==> config.mk <==
export PLATFORM = sky130hd
export DESIGN_NAME = uart_wb_top
export DESIGN_NICKNAME = d
export VERILOG_FILES = /design/src/source/uart_pkg.sv /design/src/source/uart_tx.sv /design/src/source/uart_rx.sv /design/src/source/uart_wb_regs.sv /design/src/source/uart_wb_top.sv
export SDC_FILE = /design/constraint.sdc
export NUM_CORES = 1
export LEC_CHECK = 0
export ABC_AREA = 1
export BUFFER_PORTS_ARGS = -buffer_cell sky130_fd_sc_hd__buf_2
export CAP_MARGIN = 15
export CORE_MARGIN = 5
export CORE_UTILIZATION = 50
export DETAILED_ROUTE_END_ITERATION = 10
export PLACE_DENSITY_LB_ADDON = 0.1
export SLEW_MARGIN = 30
export SYNTH_ARGS = -nofsm -noshare
export SYNTH_HDL_FRONTEND = slang
export SYNTH_SLANG_ARGS = --single-unit
==> constraint.sdc <==
create_clock -name clk -period 4.8 [get_ports clk]
set_input_delay 0.96 -clock clk [delete_from_list [all_inputs] [get_ports clk]]
set_output_delay 0.96 -clock clk [all_outputs]
set_load 0.005 [all_outputs]
==> src/source/uart_pkg.sv <==
package uart_pkg;

    // one bus request, driven by the master
    typedef struct packed {
        logic [31:0] adr;
        logic [31:0] dat;
        logic [3:0]  sel;             // byte lane enables
        logic        we;
        logic        cyc;
        logic        stb;
    } wb_req_t;

    // slave response
    typedef struct packed {
        logic        ack;
        logic [31:0] dat;
    } wb_rsp_t;

    // received byte handed from the receiver to the register block
    typedef struct packed {
        logic [7:0] data;
        logic       valid;            // one-cycle pulse
    } rx_byte_t;

    // decoded target register of a bus access
    typedef enum logic [1:0] {
        reg_none,
        reg_div,
        reg_dat,
        reg_cfg
    } reg_sel_e;

    typedef enum logic [1:0] {
        rx_idle,
        rx_start,                     // waiting for the middle of the start bit
        rx_data,
        rx_stop
    } rx_state_e;

    localparam logic [31:0] div_ofs = 32'h0000_0000;
    localparam logic [31:0] dat_ofs = 32'h0000_0004;
    localparam logic [31:0] cfg_ofs = 32'h0000_0008;

    localparam logic [31:0] div_reset  = 32'd1;
    localparam int unsigned guard_bits = 15;   // idle bit times after reset or divider change

endpackage

==> src/source/uart_tx.sv <==
`timescale 1ns/10ps

module uart_tx (
    input  logic        clk,
    input  logic        resetn,
    input  logic [31:0] div_value_i,
    input  logic        tx_start_i,
    input  logic [7:0]  tx_data_i,
    input  logic        guard_req_i,
    output logic        ser_tx_o,
    output logic        tx_busy_o
);
    import uart_pkg::*;

    logic [9:0]  frame_q;                 // bit 0 is on the line
    logic [3:0]  bit_cnt_q;               // bit times left in the current run
    logic [31:0] div_cnt_q;
    logic        guard_pend_q;
    logic        bit_end;

    // a bit time is div_value_i + 2 cycles
    assign bit_end = div_cnt_q > div_value_i;

    assign ser_tx_o  = frame_q[0];
    assign tx_busy_o = (bit_cnt_q != 4'd0) || guard_pend_q;

    always_ff @(posedge clk) begin
        if (!resetn) begin
            frame_q      <= '1;
            bit_cnt_q    <= 4'd0;
            div_cnt_q    <= '0;
            guard_pend_q <= 1'b1;         // idle run right after reset
        end else begin
            div_cnt_q <= div_cnt_q + 32'd1;
            if (guard_req_i) begin
                guard_pend_q <= 1'b1;
            end
            if (bit_cnt_q == 4'd0) begin
                if (guard_pend_q) begin
                    // guard run, line stays high
                    frame_q      <= '1;
                    bit_cnt_q    <= 4'(guard_bits);
                    div_cnt_q    <= '0;
                    guard_pend_q <= guard_req_i;
                end else if (tx_start_i) begin
                    frame_q   <= {1'b1, tx_data_i, 1'b0};   // stop, data lsb first, start
                    bit_cnt_q <= 4'd10;
                    div_cnt_q <= '0;
                end
            end else if (bit_end) begin
                frame_q   <= {1'b1, frame_q[9:1]};          // shift in idle level
                bit_cnt_q <= bit_cnt_q - 4'd1;
                div_cnt_q <= '0;
            end
        end
    end

    a_idle_line_high : assert property (
        @(posedge clk) disable iff (!resetn)
        !tx_busy_o |-> ser_tx_o
    ) else $error("serial line low while transmitter idle");

endmodule

==> src/source/uart_rx.sv <==
`timescale 1ns/10ps

module uart_rx (
    input  logic               clk,
    input  logic               resetn,
    input  logic [31:0]        div_value_i,
    input  logic               enabled_i,
    input  logic               ser_rx_i,
    output uart_pkg::rx_byte_t rx_byte_o
);
    import uart_pkg::*;

    rx_state_e   state_q;
    logic [31:0] div_cnt_q;
    logic [2:0]  bit_cnt_q;
    logic [7:0]  shift_q;
    logic [7:0]  data_q;
    logic        valid_q;
    logic        half_end;
    logic        bit_end;

    // half a bit time to reach the middle of the start bit
    assign half_end = {div_cnt_q, 1'b0} > {1'b0, div_value_i};
    assign bit_end  = div_cnt_q > div_value_i;

    assign rx_byte_o.data  = data_q;
    assign rx_byte_o.valid = valid_q;

    always_ff @(posedge clk) begin
        if (!resetn) begin
            state_q   <= rx_idle;
            div_cnt_q <= '0;
            bit_cnt_q <= 3'd0;
            valid_q   <= 1'b0;
        end else begin
            valid_q   <= 1'b0;
            div_cnt_q <= div_cnt_q + 32'd1;
            unique case (state_q)
                rx_idle: begin
                    div_cnt_q <= '0;
                    if (!ser_rx_i && enabled_i) begin
                        state_q <= rx_start;
                    end
                end
                rx_start: begin
                    if (half_end) begin
                        state_q   <= rx_data;
                        div_cnt_q <= '0;
                        bit_cnt_q <= 3'd0;
                    end
                end
                rx_data: begin
                    if (bit_end) begin
                        div_cnt_q <= '0;
                        bit_cnt_q <= bit_cnt_q + 3'd1;
                        if (bit_cnt_q == 3'd7) begin
                            state_q <= rx_stop;   // last data bit taken
                        end
                    end
                end
                rx_stop: begin
                    if (bit_end) begin
                        valid_q <= 1'b1;
                        state_q <= rx_idle;
                    end
                end
                default: state_q <= rx_idle;
            endcase
        end
    end

    // data path, no reset needed
    always_ff @(posedge clk) begin
        if (state_q == rx_data && bit_end) begin
            shift_q <= {ser_rx_i, shift_q[7:1]};  // lsb arrives first
        end
        if (state_q == rx_stop && bit_end) begin
            data_q <= shift_q;
        end
    end

    a_valid_pulse : assert property (
        @(posedge clk) disable iff (!resetn)
        rx_byte_o.valid |=> !rx_byte_o.valid
    ) else $error("rx valid held for more than one cycle");

endmodule

==> src/source/uart_wb_regs.sv <==
`timescale 1ns/10ps

module uart_wb_regs #(
    parameter logic [31:0] base_adr = 32'h2000_0000
) (
    input  logic               clk,
    input  logic               resetn,
    input  uart_pkg::wb_req_t  bus_i,
    output uart_pkg::wb_rsp_t  bus_o,
    input  logic               tx_busy_i,
    input  uart_pkg::rx_byte_t rx_byte_i,
    output logic               tx_start_o,
    output logic [7:0]         tx_data_o,
    output logic               guard_req_o,
    output logic [31:0]        div_value_o,
    output logic               enabled_o
);
    import uart_pkg::*;

    reg_sel_e    sel_e;
    logic        valid;
    logic [3:0]  div_we;
    logic        cfg_we;
    logic        dat_we;
    logic        dat_re;
    logic        ack;
    logic [31:0] rd_dat;

    logic [31:0] div_q;
    logic        enabled_q;
    logic [7:0]  rx_buf_q;
    logic        rx_full_q;              // receive buffer holds an unread byte

    assign valid = bus_i.cyc && bus_i.stb;

    // address decode, exact match against base_adr | offset
    always_comb begin
        sel_e = reg_none;
        if (valid) begin
            if (bus_i.adr == (base_adr | div_ofs)) begin
                sel_e = reg_div;
            end else if (bus_i.adr == (base_adr | dat_ofs)) begin
                sel_e = reg_dat;
            end else if (bus_i.adr == (base_adr | cfg_ofs)) begin
                sel_e = reg_cfg;
            end
        end
    end

    assign div_we = (sel_e == reg_div && bus_i.we) ? bus_i.sel : 4'b0000;
    assign cfg_we = (sel_e == reg_cfg) && bus_i.we && bus_i.sel[0];
    assign dat_we = (sel_e == reg_dat) && bus_i.we && bus_i.sel[0];
    assign dat_re = (sel_e == reg_dat) && !bus_i.we;

    // a data write waits here until the transmitter is free
    assign ack = (sel_e != reg_none) && !(dat_we && tx_busy_i);

    always_comb begin
        rd_dat = '0;
        unique case (sel_e)
            reg_div:  rd_dat = div_q;
            reg_cfg:  rd_dat = {31'd0, enabled_q};
            reg_dat:  rd_dat = rx_full_q ? {24'd0, rx_buf_q} : '1;   // empty reads all ones
            default:  rd_dat = '0;
        endcase
    end

    assign bus_o.ack = ack;
    assign bus_o.dat = rd_dat;

    assign tx_start_o  = dat_we && !tx_busy_i;    // same cycle the write is acked
    assign tx_data_o   = bus_i.dat[7:0];
    assign guard_req_o = (|div_we) && enabled_q;   // let the far end resync on the new rate
    assign div_value_o = div_q;
    assign enabled_o   = enabled_q;

    always_ff @(posedge clk) begin
        if (!resetn) begin
            div_q     <= div_reset;
            enabled_q <= 1'b0;
            rx_full_q <= 1'b0;
        end else begin
            for (int i = 0; i < 4; i++) begin
                if (div_we[i]) begin
                    div_q[i*8 +: 8] <= bus_i.dat[i*8 +: 8];
                end
            end
            if (cfg_we) begin
                enabled_q <= bus_i.dat[0];
            end
            if (dat_re) begin
                rx_full_q <= 1'b0;
            end
            // a fresh byte wins over a read in the same cycle
            if (rx_byte_i.valid) begin
                rx_full_q <= 1'b1;
            end
        end
    end

    always_ff @(posedge clk) begin
        if (rx_byte_i.valid) begin
            rx_buf_q <= rx_byte_i.data;              // overwrites an unread byte
        end
    end

    a_ack_needs_req : assert property (
        @(posedge clk) disable iff (!resetn)
        bus_o.ack |-> (bus_i.cyc && bus_i.stb)
    ) else $error("ack without an active request");

    // a start is only issued to an idle transmitter, which then reports busy
    a_start_when_idle : assert property (
        @(posedge clk) disable iff (!resetn)
        tx_start_o |-> !tx_busy_i ##1 tx_busy_i
    ) else $error("tx_start issued while transmitter busy or not taken");

endmodule

==> src/source/uart_wb_top.sv <==
`timescale 1ns/10ps

module uart_wb_top #(
    parameter logic [31:0] base_adr = 32'h2000_0000
) (
    input  logic              clk,
    input  logic              resetn,
    input  uart_pkg::wb_req_t bus_i,
    output uart_pkg::wb_rsp_t bus_o,
    input  logic              ser_rx_i,
    output logic              ser_tx_o,
    output logic              enabled_o
);
    import uart_pkg::*;

    logic        tx_start;
    logic [7:0]  tx_data;
    logic        guard_req;
    logic        tx_busy;
    logic [31:0] div_value;
    logic        enabled;
    rx_byte_t    rx_byte;

    assign enabled_o = enabled;

    uart_wb_regs #(
        .base_adr   (base_adr)
    ) i_regs (
        .clk         (clk),
        .resetn      (resetn),
        .bus_i       (bus_i),
        .bus_o       (bus_o),
        .tx_busy_i   (tx_busy),
        .rx_byte_i   (rx_byte),
        .tx_start_o  (tx_start),
        .tx_data_o   (tx_data),
        .guard_req_o (guard_req),
        .div_value_o (div_value),
        .enabled_o   (enabled)
    );

    uart_tx i_tx (
        .clk         (clk),
        .resetn      (resetn),
        .div_value_i (div_value),
        .tx_start_i  (tx_start),
        .tx_data_i   (tx_data),
        .guard_req_i (guard_req),
        .ser_tx_o    (ser_tx_o),
        .tx_busy_o   (tx_busy)
    );

    uart_rx i_rx (
        .clk         (clk),
        .resetn      (resetn),
        .div_value_i (div_value),
        .enabled_i   (enabled),     // receiver only listens while the port is on
        .ser_rx_i    (ser_rx_i),
        .rx_byte_o   (rx_byte)
    );

endmodule

==> results.json <==
{
  "rsz0062_at_grt": "no",
  "num_rows": 49,
  "syn_nets": 1354,
  "portBuffers": 108,
  "place_ws_ns": 0.8603,
  "vias": 8012,
  "grt_pass1_vias": 7174,
  "tightest_slew_ns": 0.9256,
  "finalSetupTns_ns": 0,
  "busiest_layer": "met2",
  "ys_seq_elements": 142,
  "cellPowerDensity_nw_per_um2": 337.3,
  "synth-xor-area-share_pct": 4.559,
  "nets": 1455,
  "design_area_um2": 10340,
  "ant_nets": 0,
  "gp_congestion": 0.9062,
  "timing.final.ws_setup_ns": 0.8865,
  "maxCapViolations": 0,
  "areaGrowthSynthToFinish_pct": 14.51,
  "drv_slew": 0,
  "grt_max_degree": 42,
  "synthSimpleGateAreaFrac_pct": 27.23,
  "yosysMostFrequentCell": "nand2_1",
  "yosysTopAreaCell": "dfxtp_1",
  "ios": 109,
  "reg2reg_from": "i_regs.div_value_o[29]$_SDFFE_PN0P_",
  "synth_top_family_by_area": "simple AND/OR/NAND/NOR gates",
  "r2r_slack_ns": 1.50,
  "grt_pass1_wl_mm": 36.94,
  "drive_above_1_share_pct": 15.66,
  "antenna_found_initial": 0,
  "synth_compound_area_share_pct": 11.95,
  "clock_sinks": 142,
  "htreeDepth": 4,
  "placed_area_um2": 9717,
  "die_h_um": 144.4,
  "hold_viol": 0,
  "setup_viol": 0,
  "dieArea_um2": 20840,
  "crit_start": "bus_i[52]",
  "start_util_pct": 50.61,
  "timing.fmax_ghz": 0.2555,
  "drc_errors": 0,
  "dr.pass1.iters": 5,
  "gr-usage-met2_pct": 38.28,
  "cts_tree": "done",
  "met3_usage_pct": 3.638,
  "cp.required_ns": 3.84,
  "worstSetupPathType": "input pin to output pin",
  "synth_top_area_share_pct": 26.16,
  "yosys-top-cells-count": "221 x nand2_1, 170 x nor2_1, 135 x inv_1",
  "cts_hold_buf": 0,
  "yosys.cell_types.count": 48,
  "final_cells": 1519,
  "clk_latency_ns": 0.44,
  "postSynth.topFlopCell": "dfxtp_1",
  "clk_pin_slew_ns": 0.08,
  "via_per_inst": 5.275,
  "crit_fanout": 24,
  "num_antenna_cells": 0,
  "yosysSeqAreaShare_pct": 34.15,
  "hpwl_mm": 17.52,
  "synth.cell_area_um2": 9029,
  "async_flop_share_pct": 0,
  "drtIter0Drc": 508,
  "routedWlPerCell_um": 15.32,
  "cts_made_buffers": 17,
  "grt.overflow.total": 0,
  "hold_class": "flop to flop",
  "r2r-end": "i_tx.div_cnt_q[2]$_SDFF_PN0_",
  "grt_use_met1_pct": 30.30,
  "avgSynthCellArea_um2": 7.677,
  "period_needed_ns": 3.914,
  "finClkSkew_ns": 0.01391,
  "core-area_um2": 17840,
  "synth.area.mux_share_pct": 0,
  "cp-endpoint": "bus_o[20]",
  "clock-root-buffer": "clkbuf_16",
  "cp.arrival_ns": 2.95,
  "dp_cells": 1487,
  "synth_fa_ha_area_share_pct": 14.41,
  "worst_setup_path_start_kind": "input pin",
  "post_cts_buffers": 0,
  "finalCritPeriodShare_pct": 81.53,
  "synthTopCellsByArea": "dfxtp_1 26%, ha_1 14%, nand2_1 9.2%",
  "peakVddDrop_v": 0.0004857,
  "status": "finished, final reports clean",
  "r2r_cells": 10,
  "cts_buffer_depth": 2,
  "fillCellCount": 1712,
  "synth_warnings": 0,
  "track_usage_pct": 22.66,
  "slew_headroom_pct": 38.20,
  "ctsResizeCount": 0,
  "cp-end-kind": "output pin",
  "power.leakage_nw": 4.773,
  "syn_inst": 1176,
  "die_x_um": 144.4,
  "synth_edf_count": 24,
  "totalWireLength_mm": 23.28
}
## layout make-up
type | instances | area (µm²) | share of cell area (%)
repair buffers | 109 | 548.0 | 5.301
clock inverters | 15 | 196.4 | 1.900
clock buffers | 17 | 425.4 | 4.115
well taps | 229 | 286.5 | 2.771
multi-input cells | 861 | 5250 | 50.78
inverters | 146 | 549.3 | 5.313
flip-flops and latches | 142 | 3083 | 29.82
## critical path, cell delays in order
cell,delay [ns]
buf_2,0.09
nor2_1,0.09
nand2_1,0.06
nor2_1,0.11
nand4_1,0.10
nor2_2,0.28
nand2_2,0.26
nor2_4,0.28
nand2_2,0.31
a21oi_1,0.25
buf_2,0.14
## placed cells by master, fill, tap and decap left out, types with 4 or more instances in the layout
cell,instances
a211oi_1,11
ha_1,104
nand2_2,9
dfxtp_1,118
xor2_1,37
xnor2_1,10
edfxtp_1,24
nor3_1,24
o21ai_1,4
a21oi_1,60
nand2_1,221
a211oi_2,21
nand3_1,52
inv_8,5
nor3_2,4
nor2_1,170
nor2_4,5
o22a_1,7
nand4_1,29
a31oi_1,4
clkinv_8,7
a21o_1,4
clkbuf_16,17
nor4_1,7
o21ai_0,47
nor3b_1,6
nor2_2,4
inv_1,135
inv_2,7
buf_2,108
## registers in the layout, indices dropped and copies added, names as in the netlist
signal,count
i_rx.div_cnt_q,32
i_rx.valid_q,1
i_tx.bit_cnt_q,4
i_regs.rx_full_q,1
i_regs.div_value_o,32
i_rx.bit_cnt_q,3
i_tx.guard_pend_q,1
i_rx.state_q,2
i_regs.enabled_o,1
i_tx.frame_q,9
i_regs.rx_buf_q,8
i_rx.shift_q,8
i_rx.data_q,8
i_tx.div_cnt_q,32
## where the power goes
part           internal, mW  switching, mW  total (mW)
Sequential             1.28         0.0492        1.33
Combinational         0.254          0.551       0.805
Clock                 0.711          0.638        1.35
## worst min path at each step
stage,depth (start not counted),end,start
detailed placement,0,i_rx.data_q[0]$_DFFE_PP_,i_rx.shift_q[0]$_DFFE_PP_
global route,0,i_regs.rx_buf_q[0]$_DFFE_PP_,i_rx.data_q[0]$_DFFE_PP_
finish,0,i_rx.data_q[0]$_DFFE_PP_,i_rx.shift_q[0]$_DFFE_PP_
floorplan,0,i_regs.rx_buf_q[0]$_DFFE_PP_,i_rx.data_q[0]$_DFFE_PP_
CTS,0,i_rx.data_q[0]$_DFFE_PP_,i_rx.shift_q[0]$_DFFE_PP_
global placement,0,i_rx.data_q[0]$_DFFE_PP_,i_rx.shift_q[0]$_DFFE_PP_
## per-stage QoR
stage / utilization, % / power, mW / hold WS [ns]
floorplan: - / 1.981 / 0.4003
global placement: 54.46 / 2.160 / 0.4025
detailed placement: 54.46 / 2.166 / 0.4045
CTS: 57.95 / 3.516 / 0.4229
global route: 57.95 / 3.697 / 0.4303
finish: 57.95 / 3.488 / 0.4226
## metal layers
metal  up-vias  share of wire [%]
li1       4142                  -
met1      3684                 46
met2       164                 49
met3        22                4.2
met4         0                1.3
met5         -                  0
## logic make-up (layout without fill, tap and decap cells)
family / after synthesis / count (layout)
buffers and inverters: 173 / 287
flip-flops: 142 / 142
AND/OR/NAND/NOR: 544 / 544
adder cells (fa/ha/maj): 104 / 104
XOR/XNOR: 47 / 47
AO/OA/AOI/OAI: 166 / 166
No activity file was read; power rests on OpenSTA's default activity.
